[src/scc_mgr_pkg.sv]
// Scan-chain configuration manager shared sizes, address map, setting word views and bus structs
package scc_mgr_pkg;

	// Avalon slave port
	localparam int AVL_ADDR_WIDTH = 10;
	localparam int AVL_DATA_WIDTH = 32;

	// Memory interface geometry
	localparam int DQS_GROUPS = 2;
	localparam int DQ_PER_DQS = 8;
	localparam int DQ_WIDTH = DQS_GROUPS * DQ_PER_DQS;
	localparam int DM_WIDTH = DQS_GROUPS;
	localparam int GROUP_IDX_WIDTH = $clog2(DQS_GROUPS);
	localparam int DQ_PIN_BITS = $clog2(DQ_PER_DQS);
	localparam int DQ_IDX_WIDTH = $clog2(DQ_WIDTH);

	// Register file and chain lengths
	localparam int SETTING_WIDTH = 24;
	localparam int RFILE_DEPTH = 16;
	localparam int RFILE_USED = 12;
	localparam int RFILE_ADDR_WIDTH = $clog2(RFILE_DEPTH);
	localparam int DQS_SDATA_BITS = 24;
	localparam int IO_SDATA_BITS = 11;
	localparam int SHIFT_CNT_WIDTH = $clog2(DQS_SDATA_BITS);
	localparam int RFILE_LATENCY = 3;
	localparam logic [7:0] PIN_BROADCAST = 8'hFF;

	// Base entries of the two setting views
	localparam logic [RFILE_ADDR_WIDTH-1:0] DQS_RFILE_BASE = 4'd0;
	localparam logic [RFILE_ADDR_WIDTH-1:0] IO_RFILE_BASE = 4'd2;

	// Address bits 9..6
	typedef enum logic [3:0] {
		SEC_GROUP           = 4'h0,
		SEC_DQS_IN_DELAY    = 4'h1,
		SEC_DQS_EN_PHASE    = 4'h2,
		SEC_DQS_EN_DELAY    = 4'h3,
		SEC_DQDQS_OUT_PHASE = 4'h4,
		SEC_OCT_OUT1_DELAY  = 4'h5,
		SEC_OCT_OUT2_DELAY  = 4'h6,
		SEC_IO_OUT1_DELAY   = 4'h7,
		SEC_IO_OUT2_DELAY   = 4'h8,
		SEC_IO_IN_DELAY     = 4'h9,
		SEC_SCAN            = 4'he
	} sec_t;

	// Address bits 3..0 of a scan access
	typedef enum logic [3:0] {
		SCAN_DQS    = 4'h0,
		SCAN_DQS_IO = 4'h1,
		SCAN_DQ_IO  = 4'h2,
		SCAN_DM_IO  = 4'h3,
		SCAN_UPD    = 4'h8
	} scan_kind_t;

	// Field placement per section, unused sections are zero
	localparam logic [4:0] FIELD_OFFSET [16] = '{
		5'd0, 5'd0, 5'd4, 5'd8, 5'd12, 5'd17, 5'd21, 5'd0,
		5'd4, 5'd7, 5'd0, 5'd0, 5'd0, 5'd0, 5'd0, 5'd0
	};
	localparam logic [SETTING_WIDTH-1:0] FIELD_MASK [16] = '{
		24'h0, 24'hf, 24'hf, 24'hf, 24'h1f, 24'hf, 24'h7, 24'hf,
		24'h7, 24'hf, 24'h0, 24'h0, 24'h0, 24'h0, 24'h0, 24'h0
	};

	// Start entry of each scan kind, indexed by kind bits 1..0
	localparam logic [RFILE_ADDR_WIDTH-1:0] SCAN_OFFSET [4] = '{4'd0, 4'd10, 4'd2, 4'd11};

	typedef struct packed {
		logic [2:0] oct_out2_delay;
		logic [3:0] oct_out1_delay;
		logic [4:0] dqdqs_out_phase;
		logic [3:0] dqs_en_delay;
		logic [3:0] dqs_en_phase;
		logic [3:0] dqs_in_delay;
	} dqs_view_t;

	typedef struct packed {
		logic [12:0] unused;
		logic [3:0] io_in_delay;
		logic [2:0] io_out2_delay;
		logic [3:0] io_out1_delay;
	} io_view_t;

	// One register-file word seen as a group setting or a pin setting
	typedef union packed {
		dqs_view_t dqs;
		io_view_t io;
	} setting_u;

	typedef struct packed {
		logic [AVL_ADDR_WIDTH-1:0] address;
		logic read;
		logic write;
		logic [AVL_DATA_WIDTH-1:0] writedata;
	} avl_req_t;

	typedef struct packed {
		logic [RFILE_ADDR_WIDTH-1:0] rd_addr;
		logic [RFILE_ADDR_WIDTH-1:0] wr_addr;
		logic wr_en;
		sec_t section;
	} rfile_cmd_t;

	typedef struct packed {
		logic active;
		scan_kind_t kind;
		logic [7:0] pin;
		logic [7:0] group;
	} scan_req_t;

	typedef struct packed {
		logic [DQS_GROUPS-1:0] dqs;
		logic [DQS_GROUPS-1:0] dqs_io;
		logic [DQ_WIDTH-1:0] dq;
		logic [DM_WIDTH-1:0] dm;
	} ena_t;

endpackage

[src/scc_avl_ctrl.sv]
// Avalon command decode with access pipe, scan request level, group register and read data mux
`timescale 1ns/1ps

module scc_avl_ctrl import scc_mgr_pkg::*; (
	input  logic avl_clk,
	input  logic reset_n_scc_clk,
	input  avl_req_t req,
	input  logic [AVL_DATA_WIDTH-1:0] field,
	input  logic scan_done,
	output rfile_cmd_t rfile_cmd,
	output scan_req_t scan_req,
	output logic [AVL_DATA_WIDTH-1:0] readdata,
	output logic waitrequest
);

	sec_t sec;
	scan_kind_t req_kind;
	logic [7:0] req_pin;
	logic is_group;
	logic is_setting;
	logic is_scan;
	logic req_valid;

	// Bit 1 is the write stage, bit 0 the completion stage
	logic [RFILE_LATENCY-2:0] rfile_pipe;
	logic rfile_begin;
	logic rfile_end;
	logic wr_stage;

	logic scan_active;
	logic scan_begin;
	logic scan_end;
	scan_kind_t scan_kind_q;
	logic [7:0] scan_pin_q;
	logic [7:0] group_q;
	logic ready;

	logic [RFILE_ADDR_WIDTH-1:0] setting_addr;
	logic [RFILE_ADDR_WIDTH-1:0] scan_addr;

	assign sec = sec_t'(req.address[9:6]);
	assign req_kind = scan_kind_t'(req.address[3:0]);
	assign req_pin = req.writedata[7:0];
	assign req_valid = req.read || req.write;

	assign is_group = (sec == SEC_GROUP);
	assign is_setting = (sec >= SEC_DQS_IN_DELAY) && (sec <= SEC_IO_IN_DELAY);
	assign is_scan = (sec == SEC_SCAN);

	assign rfile_begin = req_valid && (is_group || is_setting) && ~(|rfile_pipe);
	assign rfile_end = rfile_pipe[0];
	assign wr_stage = rfile_pipe[RFILE_LATENCY-2];

	assign scan_begin = req_valid && is_scan && ~scan_active && ~scan_done;
	assign scan_end = scan_active && scan_done;

	// I/O view sections start after the group entries
	assign setting_addr = ((sec >= SEC_IO_OUT1_DELAY) ? IO_RFILE_BASE : DQS_RFILE_BASE)
		+ req.address[RFILE_ADDR_WIDTH-1:0];
	assign scan_addr = SCAN_OFFSET[req_kind[1:0]]
		+ ((req_pin == PIN_BROADCAST) ? '0 : req_pin[RFILE_ADDR_WIDTH-1:0]);

	always_ff @(posedge avl_clk or negedge reset_n_scc_clk) begin
		if (!reset_n_scc_clk) begin
			ready <= 1'b0;
			rfile_pipe <= '0;
			scan_active <= 1'b0;
			scan_kind_q <= SCAN_DQS;
			scan_pin_q <= '0;
			group_q <= '0;
		end else begin
			ready <= 1'b1;
			rfile_pipe <= {rfile_begin, rfile_pipe[RFILE_LATENCY-2:1]};
			scan_active <= (scan_begin || scan_active) && ~scan_done;
			if (scan_begin) begin
				scan_kind_q <= req_kind;
				scan_pin_q <= req_pin;
			end
			if (is_group && req.write && wr_stage) begin
				group_q <= req.writedata[7:0];
			end
		end
	end

	assign rfile_cmd.rd_addr = is_scan ? scan_addr : setting_addr;
	assign rfile_cmd.wr_addr = setting_addr;
	assign rfile_cmd.wr_en = is_setting && req.write && wr_stage;
	assign rfile_cmd.section = sec;

	assign scan_req.active = scan_active;
	assign scan_req.kind = scan_kind_q;
	assign scan_req.pin = scan_pin_q;
	assign scan_req.group = group_q;

	assign readdata = is_setting ? field : {{(AVL_DATA_WIDTH-8){1'b0}}, group_q};
	assign waitrequest = ~ready || (req_valid && ~rfile_end && ~scan_end);

	// Pin ranges the enable decoder can handle
	assert property (@(posedge avl_clk) disable iff (!reset_n_scc_clk)
		(scan_begin && req_kind == SCAN_DQS_IO) |-> (req_pin == PIN_BROADCAST || req_pin == 8'd0));
	assert property (@(posedge avl_clk) disable iff (!reset_n_scc_clk)
		(scan_begin && req_kind == SCAN_DQ_IO) |-> (req_pin == PIN_BROADCAST || req_pin < DQ_PER_DQS));
	assert property (@(posedge avl_clk) disable iff (!reset_n_scc_clk)
		(is_group && req.write && wr_stage) |-> (req.writedata < DQS_GROUPS));

endmodule

[src/scc_ena_decode.sv]
// Enable mask decode from scan kind, pin and current DQS group
`timescale 1ns/1ps

module scc_ena_decode import scc_mgr_pkg::*; (
	input  scan_req_t scan_req,
	output ena_t ena
);

	logic broadcast;
	logic [GROUP_IDX_WIDTH-1:0] grp;
	logic [DQ_IDX_WIDTH-1:0] dq_idx;
	logic [DQ_IDX_WIDTH-1:0] dq_base;

	assign broadcast = (scan_req.pin == PIN_BROADCAST);
	assign grp = scan_req.group[GROUP_IDX_WIDTH-1:0];

	// Group times DQ_PER_DQS plus pin
	assign dq_idx = {grp, scan_req.pin[DQ_PIN_BITS-1:0]};
	assign dq_base = {grp, {DQ_PIN_BITS{1'b0}}};

	always_comb begin
		ena = '0;
		case (scan_req.kind)
			SCAN_DQS: begin
				if (broadcast) begin
					ena.dqs = '1;
				end else begin
					ena.dqs[scan_req.pin[GROUP_IDX_WIDTH-1:0]] = 1'b1;
				end
			end
			SCAN_DQ_IO: begin
				if (broadcast) begin
					ena.dq[dq_base +: DQ_PER_DQS] = '1;
				end else begin
					ena.dq[dq_idx] = 1'b1;
				end
			end
			// One DQS I/O and one DM pin per group, broadcast is the same bit
			SCAN_DQS_IO: begin
				ena.dqs_io[grp] = 1'b1;
			end
			SCAN_DM_IO: begin
				ena.dm[grp] = 1'b1;
			end
			default: begin
				ena = '0;
			end
		endcase
	end

endmodule

[src/scc_mgr.sv]
// Scan-chain configuration manager top, connects the Avalon slave, setting store and scan path
`timescale 1ns/1ps

module scc_mgr import scc_mgr_pkg::*; (
	input  logic avl_clk,
	input  logic reset_n_scc_clk,
	input  logic [AVL_ADDR_WIDTH-1:0] avl_address,
	input  logic avl_read,
	input  logic avl_write,
	input  logic [AVL_DATA_WIDTH-1:0] avl_writedata,
	output logic [AVL_DATA_WIDTH-1:0] avl_readdata,
	output logic avl_waitrequest,
	output logic scc_data,
	output logic [DQS_GROUPS-1:0] scc_dqs_ena,
	output logic [DQS_GROUPS-1:0] scc_dqs_io_ena,
	output logic [DQ_WIDTH-1:0] scc_dq_ena,
	output logic [DM_WIDTH-1:0] scc_dm_ena,
	output logic scc_upd
);

	avl_req_t avl_req;
	rfile_cmd_t rfile_cmd;
	scan_req_t scan_req;
	logic [AVL_DATA_WIDTH-1:0] field;
	setting_u word;
	ena_t ena_dec;
	ena_t ena_out;
	logic scan_done;

	assign avl_req = '{
		address: avl_address,
		read: avl_read,
		write: avl_write,
		writedata: avl_writedata
	};

	scc_avl_ctrl scc_avl_ctrl_inst (
		.avl_clk         (avl_clk),
		.reset_n_scc_clk (reset_n_scc_clk),
		.req             (avl_req),
		.field           (field),
		.scan_done       (scan_done),
		.rfile_cmd       (rfile_cmd),
		.scan_req        (scan_req),
		.readdata        (avl_readdata),
		.waitrequest     (avl_waitrequest)
	);

	scc_setting_store scc_setting_store_inst (
		.avl_clk         (avl_clk),
		.reset_n_scc_clk (reset_n_scc_clk),
		.cmd             (rfile_cmd),
		.writedata       (avl_writedata),
		.field           (field),
		.word            (word)
	);

	scc_ena_decode scc_ena_decode_inst (
		.scan_req (scan_req),
		.ena      (ena_dec)
	);

	scc_scan_engine scc_scan_engine_inst (
		.avl_clk         (avl_clk),
		.reset_n_scc_clk (reset_n_scc_clk),
		.scan_req        (scan_req),
		.word            (word),
		.ena_in          (ena_dec),
		.scc_data        (scc_data),
		.ena_out         (ena_out),
		.scc_upd         (scc_upd),
		.scan_done       (scan_done)
	);

	assign scc_dqs_ena = ena_out.dqs;
	assign scc_dqs_io_ena = ena_out.dqs_io;
	assign scc_dq_ena = ena_out.dq;
	assign scc_dm_ena = ena_out.dm;

endmodule

[src/scc_scan_engine.sv]
// Scan FSM that shifts a setting word out MSB first under its enable mask and pulses update
`timescale 1ns/1ps

module scc_scan_engine import scc_mgr_pkg::*; (
	input  logic avl_clk,
	input  logic reset_n_scc_clk,
	input  scan_req_t scan_req,
	input  setting_u word,
	input  ena_t ena_in,
	output logic scc_data,
	output ena_t ena_out,
	output logic scc_upd,
	output logic scan_done
);

	typedef enum logic [1:0] {
		ST_IDLE,
		ST_LOAD,
		ST_DONE
	} state_t;

	state_t state;
	logic [SHIFT_CNT_WIDTH-1:0] shift_cnt;
	logic [SETTING_WIDTH-1:0] shreg;
	logic [SETTING_WIDTH-1:0] io_chain;
	ena_t mask;
	logic start;
	logic is_io_kind;

	assign start = (state == ST_IDLE) && scan_req.active;
	assign is_io_kind = (scan_req.kind == SCAN_DQS_IO) || (scan_req.kind == SCAN_DQ_IO)
		|| (scan_req.kind == SCAN_DM_IO);

	// I/O chain left-aligned so the shift always takes the top bit
	assign io_chain = {word.io.io_in_delay, word.io.io_out2_delay, word.io.io_out1_delay,
		{(SETTING_WIDTH-IO_SDATA_BITS){1'b0}}};

	// Word and mask captured on the first active cycle
	always_ff @(posedge avl_clk) begin
		if (start) begin
			shreg <= is_io_kind ? io_chain : word.dqs;
			mask <= ena_in;
		end else if (state == ST_LOAD) begin
			shreg <= shreg << 1;
		end
	end

	always_ff @(posedge avl_clk or negedge reset_n_scc_clk) begin
		if (!reset_n_scc_clk) begin
			state <= ST_IDLE;
			shift_cnt <= '0;
			scc_data <= 1'b0;
			ena_out <= '0;
			scc_upd <= 1'b0;
		end else begin
			scc_data <= 1'b0;
			ena_out <= '0;
			scc_upd <= 1'b0;
			case (state)
				ST_IDLE: begin
					if (scan_req.active) begin
						if (scan_req.kind == SCAN_DQS) begin
							shift_cnt <= SHIFT_CNT_WIDTH'(DQS_SDATA_BITS - 1);
							state <= ST_LOAD;
						end else if (is_io_kind) begin
							shift_cnt <= SHIFT_CNT_WIDTH'(IO_SDATA_BITS - 1);
							state <= ST_LOAD;
						end else begin
							// Update needs no shifting, unknown kinds just finish
							scc_upd <= (scan_req.kind == SCAN_UPD);
							state <= ST_DONE;
						end
					end
				end
				ST_LOAD: begin
					scc_data <= shreg[SETTING_WIDTH-1];
					ena_out <= mask;
					shift_cnt <= shift_cnt - 1'b1;
					if (shift_cnt == '0) begin
						state <= ST_DONE;
					end
				end
				ST_DONE: begin
					if (!scan_req.active) begin
						state <= ST_IDLE;
					end
				end
				default: begin
					state <= ST_IDLE;
				end
			endcase
		end
	end

	// Held until the controller drops the active level
	assign scan_done = (state == ST_DONE);

	// Data only toggles while some chain is selected
	assert property (@(posedge avl_clk) disable iff (!reset_n_scc_clk)
		!(|ena_out) |-> !scc_data);

endmodule

[src/scc_setting_store.sv]
// Setting register file with per-section field extract and read-modify-write merge
`timescale 1ns/1ps

module scc_setting_store import scc_mgr_pkg::*; (
	input  logic avl_clk,
	input  logic reset_n_scc_clk,
	input  rfile_cmd_t cmd,
	input  logic [AVL_DATA_WIDTH-1:0] writedata,
	output logic [AVL_DATA_WIDTH-1:0] field,
	output setting_u word
);

	logic [SETTING_WIDTH-1:0] mem [RFILE_DEPTH];
	logic [SETTING_WIDTH-1:0] field_mask;
	logic [SETTING_WIDTH-1:0] place_mask;
	logic [SETTING_WIDTH-1:0] merged;
	logic [4:0] field_offset;

	assign field_mask = FIELD_MASK[cmd.section];
	assign field_offset = FIELD_OFFSET[cmd.section];
	assign place_mask = field_mask << field_offset;

	// Keep every bit outside the addressed field
	assign merged = (word & ~place_mask)
		| ((writedata[SETTING_WIDTH-1:0] & field_mask) << field_offset);

	always_ff @(posedge avl_clk or negedge reset_n_scc_clk) begin
		if (!reset_n_scc_clk) begin
			for (int i = 0; i < RFILE_DEPTH; i++) begin
				mem[i] <= '0;
			end
			word <= '0;
		end else begin
			if (cmd.wr_en) begin
				mem[cmd.wr_addr] <= merged;
			end
			word <= mem[cmd.rd_addr];
		end
	end

	// Field right-aligned for readdata
	assign field = {{(AVL_DATA_WIDTH-SETTING_WIDTH){1'b0}}, (word >> field_offset) & field_mask};

	// Entries above the DM pin are never written by the address map
	assert property (@(posedge avl_clk) disable iff (!reset_n_scc_clk)
		cmd.wr_en |-> (cmd.wr_addr < RFILE_USED));

endmodule
[config.mk]
export PLATFORM = sky130hd
export DESIGN_NAME = scc_mgr
export DESIGN_NICKNAME = d
export VERILOG_FILES = /design/src/scc_mgr_pkg.sv /design/src/scc_avl_ctrl.sv /design/src/scc_ena_decode.sv /design/src/scc_mgr.sv /design/src/scc_scan_engine.sv /design/src/scc_setting_store.sv
export SDC_FILE = /design/constraint.sdc
export NUM_CORES = 1
export LEC_CHECK = 0
export BUFFER_PORTS_ARGS = -buffer_cell sky130_fd_sc_hd__buf_2
export CAP_MARGIN = 10
export CORE_MARGIN = 4
export CORE_UTILIZATION = 67
export CTS_CLUSTER_DIAMETER = 30
export DETAILED_ROUTE_END_ITERATION = 10
export PLACE_DENSITY = 0.87
export SLEW_MARGIN = 20
export SYNTH_ARGS = -nofsm -noshare
export SYNTH_HDL_FRONTEND = slang
export SYNTH_SLANG_ARGS = --single-unit
[constraint.sdc]
create_clock -name avl_clk -period 4 [get_ports avl_clk]
set_clock_uncertainty 0.05 [all_clocks]
set_input_delay 0.2 -clock avl_clk [delete_from_list [all_inputs] [get_ports avl_clk]]
set_output_delay 0.2 -clock avl_clk [all_outputs]
set_load 0.02 [all_outputs]
Yosys cells after proc, flatten, opt, wreduce, memory -nomap -nowiden:

Memory sizes are Yosys's and may differ from the RTL's.
Index checks and enable logic that the tools add are counted.

* memories kept: 2
* input port bits: 46
* word-level logic and storage cells: 168
* memory bits (read-only): 464
* output and inout port bits: 57
* flip-flop bits (word level): 509

Memory list
* (name not given): words 16, width 24, rd ports 1, clocked after memory_dff 0, write ports 0, RTL line scc_setting_store.sv:19 `assign field_mask = FIELD_MASK[cmd.section];`
* (name not given): words 16, width 5, rd ports 1, clocked after memory_dff 0, write ports 0, RTL line scc_setting_store.sv:20 `assign field_offset = FIELD_OFFSET[cmd.section];`

* order comparisons: 14
* add/subtract/negate cells: 4
* multiplexer cells: 44
* equal/unequal tests: 13
* shifts and indexed selects: 5
* bitwise operators: 16
* reductions and logical operators: 34

Operators by type and width (number)
* bitwise mux 384 bit: 1
* two-way mux 24 bit: 9
* binary-select mux 24 bit (select 4 bit): 1
* demux 24 bit (select 4 bit): 1
* AND 24 bit: 3
* << shifter 24 x 5 -> 24 bit: 2
* two-way mux 5 bit: 5
* inverter 24 bit: 1
* OR 24 bit: 1
* right shift 24 x 5 -> 24 bit: 1
* two-way mux 22 bit: 1
* logical AND 1 bit: 19
* AND 16 bit: 1
* == test 8 bit (second input constant): 2
* two-way mux 16 bit: 1
* two-way mux 4 bit: 4
* variable shift 8 x 6 -> 16 bit (first input constant): 1
* variable part select 8 x 6 -> 16 bit (first input constant): 1
* >= comparator 5 bit (second input constant): 3
* inverter 4 -> 5 bit: 3
* two-way mux 2 bit: 7
* one-hot mux 5 bit (2 select lines): 1
* adder 4 bit: 2
* binary-select mux 4 bit (select 2 bit): 1
* 30 further kinds: 58

Depth between registers and ports, before layout:

Gate-level depths: netlist of run 1.

* depth after elaboration: 10
* mapped depth: 15
* mapped depth without buffers: 12

By module:

From an unflattened synthesis of run 1, not the netlist that was laid out.

* cell total of the unflattened synthesis: 2181
* area, all modules: 24071.8 µm²

Modules (own cells, without submodules)
* scc_setting_store: cells each 1767, sequential area each 10209.8 µm², instances 1, area each 19148.4 µm²
* scc_scan_engine: cells each 217, sequential area each 2157.1 µm², instances 1, area each 3037.9 µm²
* scc_avl_ctrl: cells each 142, sequential area each 600.6 µm², instances 1, area each 1550.2 µm²
* scc_ena_decode: cells each 55, sequential area each 0.0 µm², instances 1, area each 335.3 µm²

Least setup slack after synthesis of run 1:

No wires, ideal clock.

* path kind: input port to flip-flop
* from: input avl_address[0]
* to: register scc_setting_store_inst.word[10] in the netlist's numbering
* path slack: 0.486 ns
* stages on the path: 15
* data required time: 3.818 ns
* buffers on the path: 6
* arrival time: 3.332 ns
* library setup time: 0.132 ns
* path through: clkbuf_1 clkbuf_1 buf_2 and2_1 ha_1 inv_1 fa_1 clkbuf_1 clkbuf_1 clkbuf_1 mux4_2 nand2_1 nand2_1 o211ai_1 o21ai_1

* longest elaborated chain between the ends: 10
* elaborated cells on any way between the ends: 11
* classes of those cells: add/sub (2); mux (7); bitwise (2)

Ends and longest elaborated chain
* start, declared: RTL line scc_mgr.sv:7 `input logic [AVL_ADDR_WIDTH-1:0] avl_address,`
* inverter 2 -> 3 bit (implied by the code): RTL line scc_avl_ctrl.sv:60 `assign scan_addr = SCAN_OFFSET[req_kind[1:0]]`
* binary-select mux 4 bit (select 2 bit): RTL line scc_avl_ctrl.sv:60
* two-way mux 4 bit (implied by the code) (2 in series): RTL line scc_avl_ctrl.sv:60
* adder 4 bit: RTL line scc_avl_ctrl.sv:61 `+ ((req_pin == PIN_BROADCAST) ? '0 : req_pin[RFILE_ADDR_WIDTH-1:0]);`
* two-way mux 4 bit (*): RTL line scc_avl_ctrl.sv:85 `assign rfile_cmd.rd_addr = is_scan ? scan_addr : setting_addr;`
* inverter 4 -> 5 bit (implied by the code) (*): RTL line scc_setting_store.sv:37 `word <= mem[cmd.rd_addr];`
* binary-select mux 24 bit (select 4 bit) (*): RTL line scc_setting_store.sv:37
* two-way mux 24 bit (implied by the code) (*) (2 in series): RTL line scc_setting_store.sv:37
* end signal, assigned: RTL line scc_setting_store.sv:37
* end, declared: RTL line scc_setting_store.sv:10 `output setting_u word`

Every way passes the cells marked *; elsewhere a longest branch is shown, timed or not. The select of a mux whose other input is x is not followed.
A chain may end at the register's enable or synchronous reset.

Final worst setup path of run 1:

* from: input avl_address[6]
* to: output avl_readdata[3]

* longest elaborated chain between the ends: 7
* elaborated cells on any way between the ends: 13
* classes of those cells: order compare (2); shift (1); mux (5); bitwise (2); reduce/logical (1); memory (2)

Ends and longest elaborated chain
* inverter 4 -> 5 bit (implied by the code): RTL line scc_setting_store.sv:19, scc_setting_store.sv:20
* memory (16 x 5 bit)
* two-way mux 5 bit (implied by the code) (2 in series): RTL line scc_setting_store.sv:20
* right shift 24 x 5 -> 24 bit: RTL line scc_setting_store.sv:42 `assign field = {{(AVL_DATA_WIDTH-SETTING_WIDTH){1'b0}}, (word >> field_offset) & field_mask};`
* AND 24 bit: RTL line scc_setting_store.sv:42
* two-way mux 24 bit (*): RTL line scc_avl_ctrl.sv:95 `assign readdata = is_setting ? field : {{(AVL_DATA_WIDTH-8){1'b0}}, group_q};`
* end, declared: RTL line scc_mgr.sv:11 `output logic [AVL_DATA_WIDTH-1:0] avl_readdata,`

Marks and branches as above.

==> results of run 1 <==
per-layer routing:
layer	vias to the layer above	GRT usage (%)
met5	-	0
met2	2242	61.99
li1	9201	-
met3	627	11.50
met4	0	25.30
met1	11200	46.59
registers in the layout, indices dropped and copies added, names as in the netlist, 2 cells and up:
| register | flops |
|---|---|
| scc_setting_store_inst.mem | 384 |
| scc_scan_engine_inst.shreg | 24 |
| scc_setting_store_inst.word | 24 |
| scc_scan_engine_inst.ena_out | 22 |
| scc_scan_engine_inst.mask | 22 |
| scc_avl_ctrl_inst.group_q | 8 |
| scc_avl_ctrl_inst.scan_pin_q | 8 |
| scc_scan_engine_inst.shift_cnt | 5 |
| scc_avl_ctrl_inst.scan_kind_q | 4 |
| scc_avl_ctrl_inst.rfile_pipe | 2 |
| scc_scan_engine_inst.state | 2 |
kinds of logic after synthesis:
logic type                 count (synthesis)  share of synthesized area, %
buffers and inverters                    256                         4.633
and+or+nand+nor                          952                         15.15
muxes                                    233                         17.88
adders and majority gates                 13                        0.6371
DFF                                      509                         48.55
other                                      2                       0.02812
xor gates and xnor gates                   3                       0.09839
AOI/OAI and AO/OA                        605                         13.02
through the flow:
| step | utilization [%] | total power (W) | worst slack [ps] | instance area [sq um] | instances |
|---|---|---|---|---|---|
| after floorplan | - | 0.009622 | 485.5 | 26800 | 2596 |
| after global placement | 70.39 | 0.01052 | 682.7 | 27460 | 3002 |
| after detailed placement | 70.39 | 0.01083 | 555.7 | 27460 | 3002 |
| after CTS | 79.51 | 0.01964 | 572.1 | 31010 | 3190 |
| after global routing | 79.55 | 0.02043 | 299.0 | 31030 | 3191 |
| final | 79.55 | 0.01976 | 462.2 | 31030 | 3191 |
final cells by class:
type	count	share of cell area [%]
Sequential cell	509	41.79
Multi-Input combinational cell	1831	40.85
Clock buffer	114	8.186
Timing Repair Buffer	141	4.024
Clock inverter	61	2.859
Tap cell	518	2.089
Inverter	16	0.1936
Antenna cell	1	0.008065
power by group:
part | total, W | switching (W) | internal (W) | leakage [nW]
clock | 0.00864 | 0.00295 | 0.00568 | 1.67
sequential | 0.00720 | 0.000889 | 0.00631 | 6.72
combinational | 0.00393 | 0.00232 | 0.00161 | 4.87
synthesized netlist by cell type (5+ instances only):
cell type,number,share of area [%]
nand2b_1,9,0.21
nor2b_1,5,0.12
o21ai_1,105,2.0
inv_1,15,0.21
mux2i_1,17,0.64
o21a_1,5,0.14
a211oi_1,14,0.39
edfxtp_1,46,5.2
nand3_1,63,1.2
buf_1,12,0.17
dfrtp_1,463,43
a31oi_1,6,0.14
o211ai_1,27,0.76
nor3b_1,5,0.14
buf_2,82,1.5
and2_1,31,0.73
nor4_1,6,0.14
and3_1,9,0.21
a22o_1,13,0.43
clkbuf_1,102,1.4
buf_4,35,0.98
ha_1,12,0.56
nor2_1,127,1.8
a21oi_1,73,1.4
mux4_2,192,16
buf_6,5,0.21
nand2_1,635,8.9
nor3_1,15,0.28
nand4_1,10,0.23
or3_1,5,0.12
mux2_2,20,0.84
a22oi_2,9,0.42
o21ai_0,306,5.7
o22ai_1,7,0.16
final timing paths:
check                                                 from                              end
setup / recovery                            avl_address[6]                  avl_readdata[3]
setup reg to reg           scc_avl_ctrl_inst.rfile_pipe[1]  scc_setting_store_inst.mem[204]
hold / removal                                    avl_read    scc_avl_ctrl_inst.scan_active
max in group asynchronous                  reset_n_scc_clk  scc_avl_ctrl_inst.rfile_pipe[1]
min in group asynchronous                  reset_n_scc_clk  scc_setting_store_inst.mem[143]
hold reg to reg               scc_scan_engine_inst.mask[1]  scc_scan_engine_inst.ena_out[1]
critical path, delay by kind of cell:
kind / cells / cell delay, ps
AOI/OAI and AO/OA: 4 / 1660
buffers and inverters: 3 / 670
and+or+nand+nor: 2 / 410
adders and majority gates: 1 / 340
repair_timing:
action | 4_1_cts | 5_1_grt
gates resized for setup | 0 | 0
endpoints found under the hold margin | 111 | 0
hold buffers | 13 | 0
buffers inserted | 0 | 0
==> results.cfg, run 1 <==
[critical_path]
max_stage_delay_ps = 900
crit_required_ps = 3750
crit_arrival_ps = 3290
crit_chain = buf_2 -> inv_1 -> ha_1 -> nor2_1 -> o32a_1 -> nand2_1 -> a31oi_1 -> a21oi_1 -> o41ai_1 -> buf_2
start_kind = input port
reg2reg_slack_ps = 1660
cp_max_fo = 21
rr_worst_depth = 5
cp-end-kind = output port
critical_path_class = input port to output port
slowest_stage = o32a_1
crit_top_cell = buf_2

[sta]
hold_slack_ps = 43.77
finalHoldViolCount = 0
maxSlewHeadroom_pct = 20.63
period_share_pct = 88.44
slew_violations = 0
max_freq_mhz = 282.7
min_period_ps = 3538
tightestPinTransition_ps = 1191
setup_tns_ps = 0
setup_viol = 0
rsz0062_at_grt = no

[floorplan]
core_area_sq_um = 39010
std_cell_rows = 72
fp.dieH_um = 207.7
ios = 103
die_width_um = 207.7
start_util_pct = 68.47
dieArea_sq_um = 43120

[logic_synthesis]
syn_avg_cell_area_sq_um = 10.38
synth_area_sq_um = 26710
synth_cells = 2573
ys.flop_type = dfrtp_1
synth-edff-count = 46
yosys_warnings = 0
synth.distinct_cells = 82
ys_ff_latch = 509
ys_seq_area_share_pct = 48.55
async_flop_share_pct = 90.96

[cts]
clockBufferDepth = 3
root_buffer = clkbuf_16
clock-sinks = 509
insertion_delay_ps = 640
cts.clk_slew.worst_paths_ps = 50
htreeDepth = 3
cts_tree = built
cts_buffers = 95

[final_layout]
most-common-layout-cells = nand2_1 (635), dfrtp_1 (463), o21ai_0 (306)
drive_gt1_share_pct = 20.88
fillers = 1929
multi_input_area_sq_um = 12670
final_common_cell = nand2_1
nets = 2653
seq_area_sq_um = 12970
synthToLayoutAreaGrowth_pct = 16.17

[detailed_routing]
dr_wl_met3_um = 11450
ant_nets = 0
wl_met2_um = 39910
top_layer = met4
drc = 0
drtIter0Drc = 4003
routed_wl_um = 84090
avgViaCountPerCell = 7.291
firstDrtPassIters = 8
num_vias = 23270
wl_met1_um = 26680
post_drt_wl_per_cell_um = 26.35

[global_route]
grt_max_degree = 108
antenna_found_initial = 1
grt_use_total_pct = 38.89
grt_pass1_vias = 24640
gr-total-overflow = 0
grt_pass1_wl_um = 133200

[hold_path]
hold_depth = 5
hold_path.class = input port to register

[pwr]
p_leak_nw = 13.26
peakVddDrop_mv = 0.4237
powerDensity_nw_per_um2 = 637.0

[outcome]
status = completed

[place]
portBuffers = 52
gp_congestion = 0.9690
hpwl_um = 44490

[flow_run]
drv_cap = 0
Power figures use the tool's default switching activity.
==> run 2: changes to the inputs <==
Settings changed: CELL_PAD_IN_SITES_DETAIL_PLACEMENT set to 1, CELL_PAD_IN_SITES_GLOBAL_PLACEMENT set to 1, CORE_MARGIN 4 to not set, CORE_UTILIZATION 67 to 54, PLACE_DENSITY 0.87 to 0.88.
==> run 2 against run 1 <==
Combinational power up 8.9%; largest power group unchanged; critical endpoint is now avl_readdata[1]; sequential share of layout area down 1.2 points; sequential power up 3%; first-iteration DRC count down 16%; worst hold slack better by 91 ps; cell count up 5.9%; highest routed layer is now met5; clock-buffer cell count up 38; global-route usage up 6.0 points.
==> results.cfg, run 2 (synthesis gave the netlist of run 1 again) <==
[hold_path]
hold_end = scc_avl_ctrl_inst.scan_active
hold_path.class = input port to register
hold_depth = 5
hold_path_startpoint = avl_write

[final_layout]
final_common_cell = nand2_1
diodes = 0
top_register = scc_setting_store_inst.mem
drive_gt1_share_pct = 22.07
nets = 2671
reg_top3 = scc_setting_store_inst.mem (384), scc_scan_engine_inst.shreg (24), scc_setting_store_inst.word (24)
synthToLayoutAreaGrowth_pct = 19.75
most-common-layout-cells = nand2_1 (634), dfrtp_1 (463), o21ai_0 (306)
largest_reg_flops = 384

[pwr]
powerDensity_nw_per_um2 = 687.3
peakVddDrop_mv = 0.3682
p_total_w = 0.02198
p_leak_nw = 13.61

[cts]
cts_setup_buffers = 0
clock-sinks = 509
clockBufferDepth = 3
htreeDepth = 3
cts_resized = 0
cts_tree = built
root_buffer = clkbuf_16
cts_buffers = 116
insertion_delay_ps = 700
hold_buffers = 14
cts.clk_slew.worst_paths_ps = 50

[global_route]
grt_pass1_vias = 27260
grt_pass1_wl_um = 169400
grt_use_met3_pct = 12.04
antenna_found_initial = 3
gr-usage-met1_pct = 53.77
grt-busiest-layer = met2
grt_use_total_pct = 44.92
met2_usage_pct = 70.26
gr-total-overflow = 0
grt_max_degree = 121

[place]
portBuffers = 52
hpwl_um = 51510
gp_congestion = 0.9714
pre_cts_ws_ps = 441.8

[critical_path]
crit_required_ps = 3750
crit_arrival_ps = 3490
reg2reg_slack_ps = 1230
crit_top_cell = buf_2
crit_family = compound AO/OA/AOI/OAI gates
critical_path_class = input port to output port
cp-end-kind = output port
r2r_end = scc_setting_store_inst.mem[84]
crit_chain = buf_2 -> inv_1 -> ha_1 -> nor2_1 -> o32a_1 -> mux2i_1 -> o31ai_1 -> o311ai_0 -> o21ai_0 -> buf_2
cp_num_buf_inv = 3
max_stage_delay_ps = 670
cp_max_fo = 14
slowest_stage = o32a_1
r2r_start = scc_avl_ctrl_inst.rfile_pipe[1]
rr_worst_depth = 5
start_kind = input port

[detailed_routing]
routed_wl_um = 110600
firstDrtPassIters = 6
num_vias = 24810
ant_nets = 0
drtIter0Drc = 3367
post_drt_wl_per_cell_um = 32.75
drc = 0
avgViaCountPerCell = 7.345

[floorplan]
fp.dieH_um = 224.4
die_width_um = 224.4
ios = 103
std_cell_rows = 81
dieArea_sq_um = 50360
start_util_pct = 54.68
core_area_sq_um = 48850

[sta]
fin_ws_ps = 259.8
rsz0062_at_grt = no
maxSlewHeadroom_pct = 21.08
min_period_ps = 3740
slew_violations = 0
finalHoldViolCount = 0
setup_viol = 0
setup_tns_ps = 0
hold_slack_ps = 134.8
max_freq_mhz = 267.4
period_share_pct = 93.51
tightestPinTransition_ps = 1184

[outcome]
status = completed

[flow_run]
drv_cap = 0
[run 2: cell count changes in the layout (fill, tap and decap cells not counted), sizes merged]
| cell | before | now |
|---|---|---|
| dlygate4sd3 | 13 | 14 |
| clkinv | 22 | 32 |
| inv | 33 | 23 |
| buf | 128 | 124 |
| diode | 1 | 0 |
| clkinvlp | 5 | 14 |
| bufinv | 17 | 15 |
| clkbuf | 114 | 152 |
[run 2: worst min-delay path, cell delays in order]
cell    delay [ps]
buf_2          150
nor2_1         150
nor2_1         120
nor2_1          50
nor2_1         130
[run 2: power by group]
group / total [W] / switching [W] / internal (W) / leakage (nW)
Sequential: 0.00738 / 0.00107 / 0.00631 / 6.72
Clock: 0.0103 / 0.00352 / 0.00680 / 2.03
Combinational: 0.00428 / 0.00266 / 0.00162 / 4.87
Total: 0.0220 / 0.00724 / 0.0147 / 13.6
[run 2: how the worst max path moves through the flow]
stage | to | slack, ps | from | depth (start not counted)
after CTS | scc_setting_store_inst.word[2] | 450 | avl_writedata[2] | 14
after floorplan | scc_setting_store_inst.word[10] | 490 | avl_address[0] | 15
after global routing | avl_readdata[1] | 260 | avl_address[6] | 10
after global placement | scc_setting_store_inst.word[7] | 590 | avl_writedata[2] | 13
after detailed placement | scc_setting_store_inst.word[19] | 440 | avl_writedata[0] | 13
final | avl_readdata[1] | 260 | avl_address[6] | 10
[run 2: cell type report]
cell class / count / area (sq um)
Clock inverter: 68 / 879.6
Tap cell: 664 / 830.8
Timing Repair Buffer: 138 / 1254
Multi-Input combinational cell: 1831 / 12680
Fill cell: 4920 / 16870
Sequential cell: 509 / 12970
Inverter: 16 / 60.06
Clock buffer: 152 / 3312
[run 2: metal layers]
| metal | routed length, um | part of all wire [%] |
|---|---|---|
| met1 | 37610 | 34 |
| met3 | 12240 | 11 |
| met2 | 51800 | 47 |
| met5 | 27 | 0.024 |
| met4 | 8949 | 8.1 |
[run 2: stage by stage]
step	std cells	util (%)	instance area, sq um
6_report	3378	65.47	31980
5_1_grt	3378	65.47	31980
2_1_floorplan	2596	-	26800
4_1_cts	3378	65.44	31970
3_5_place_dp	3144	56.58	27640
3_3_place_gp	3144	56.58	27640
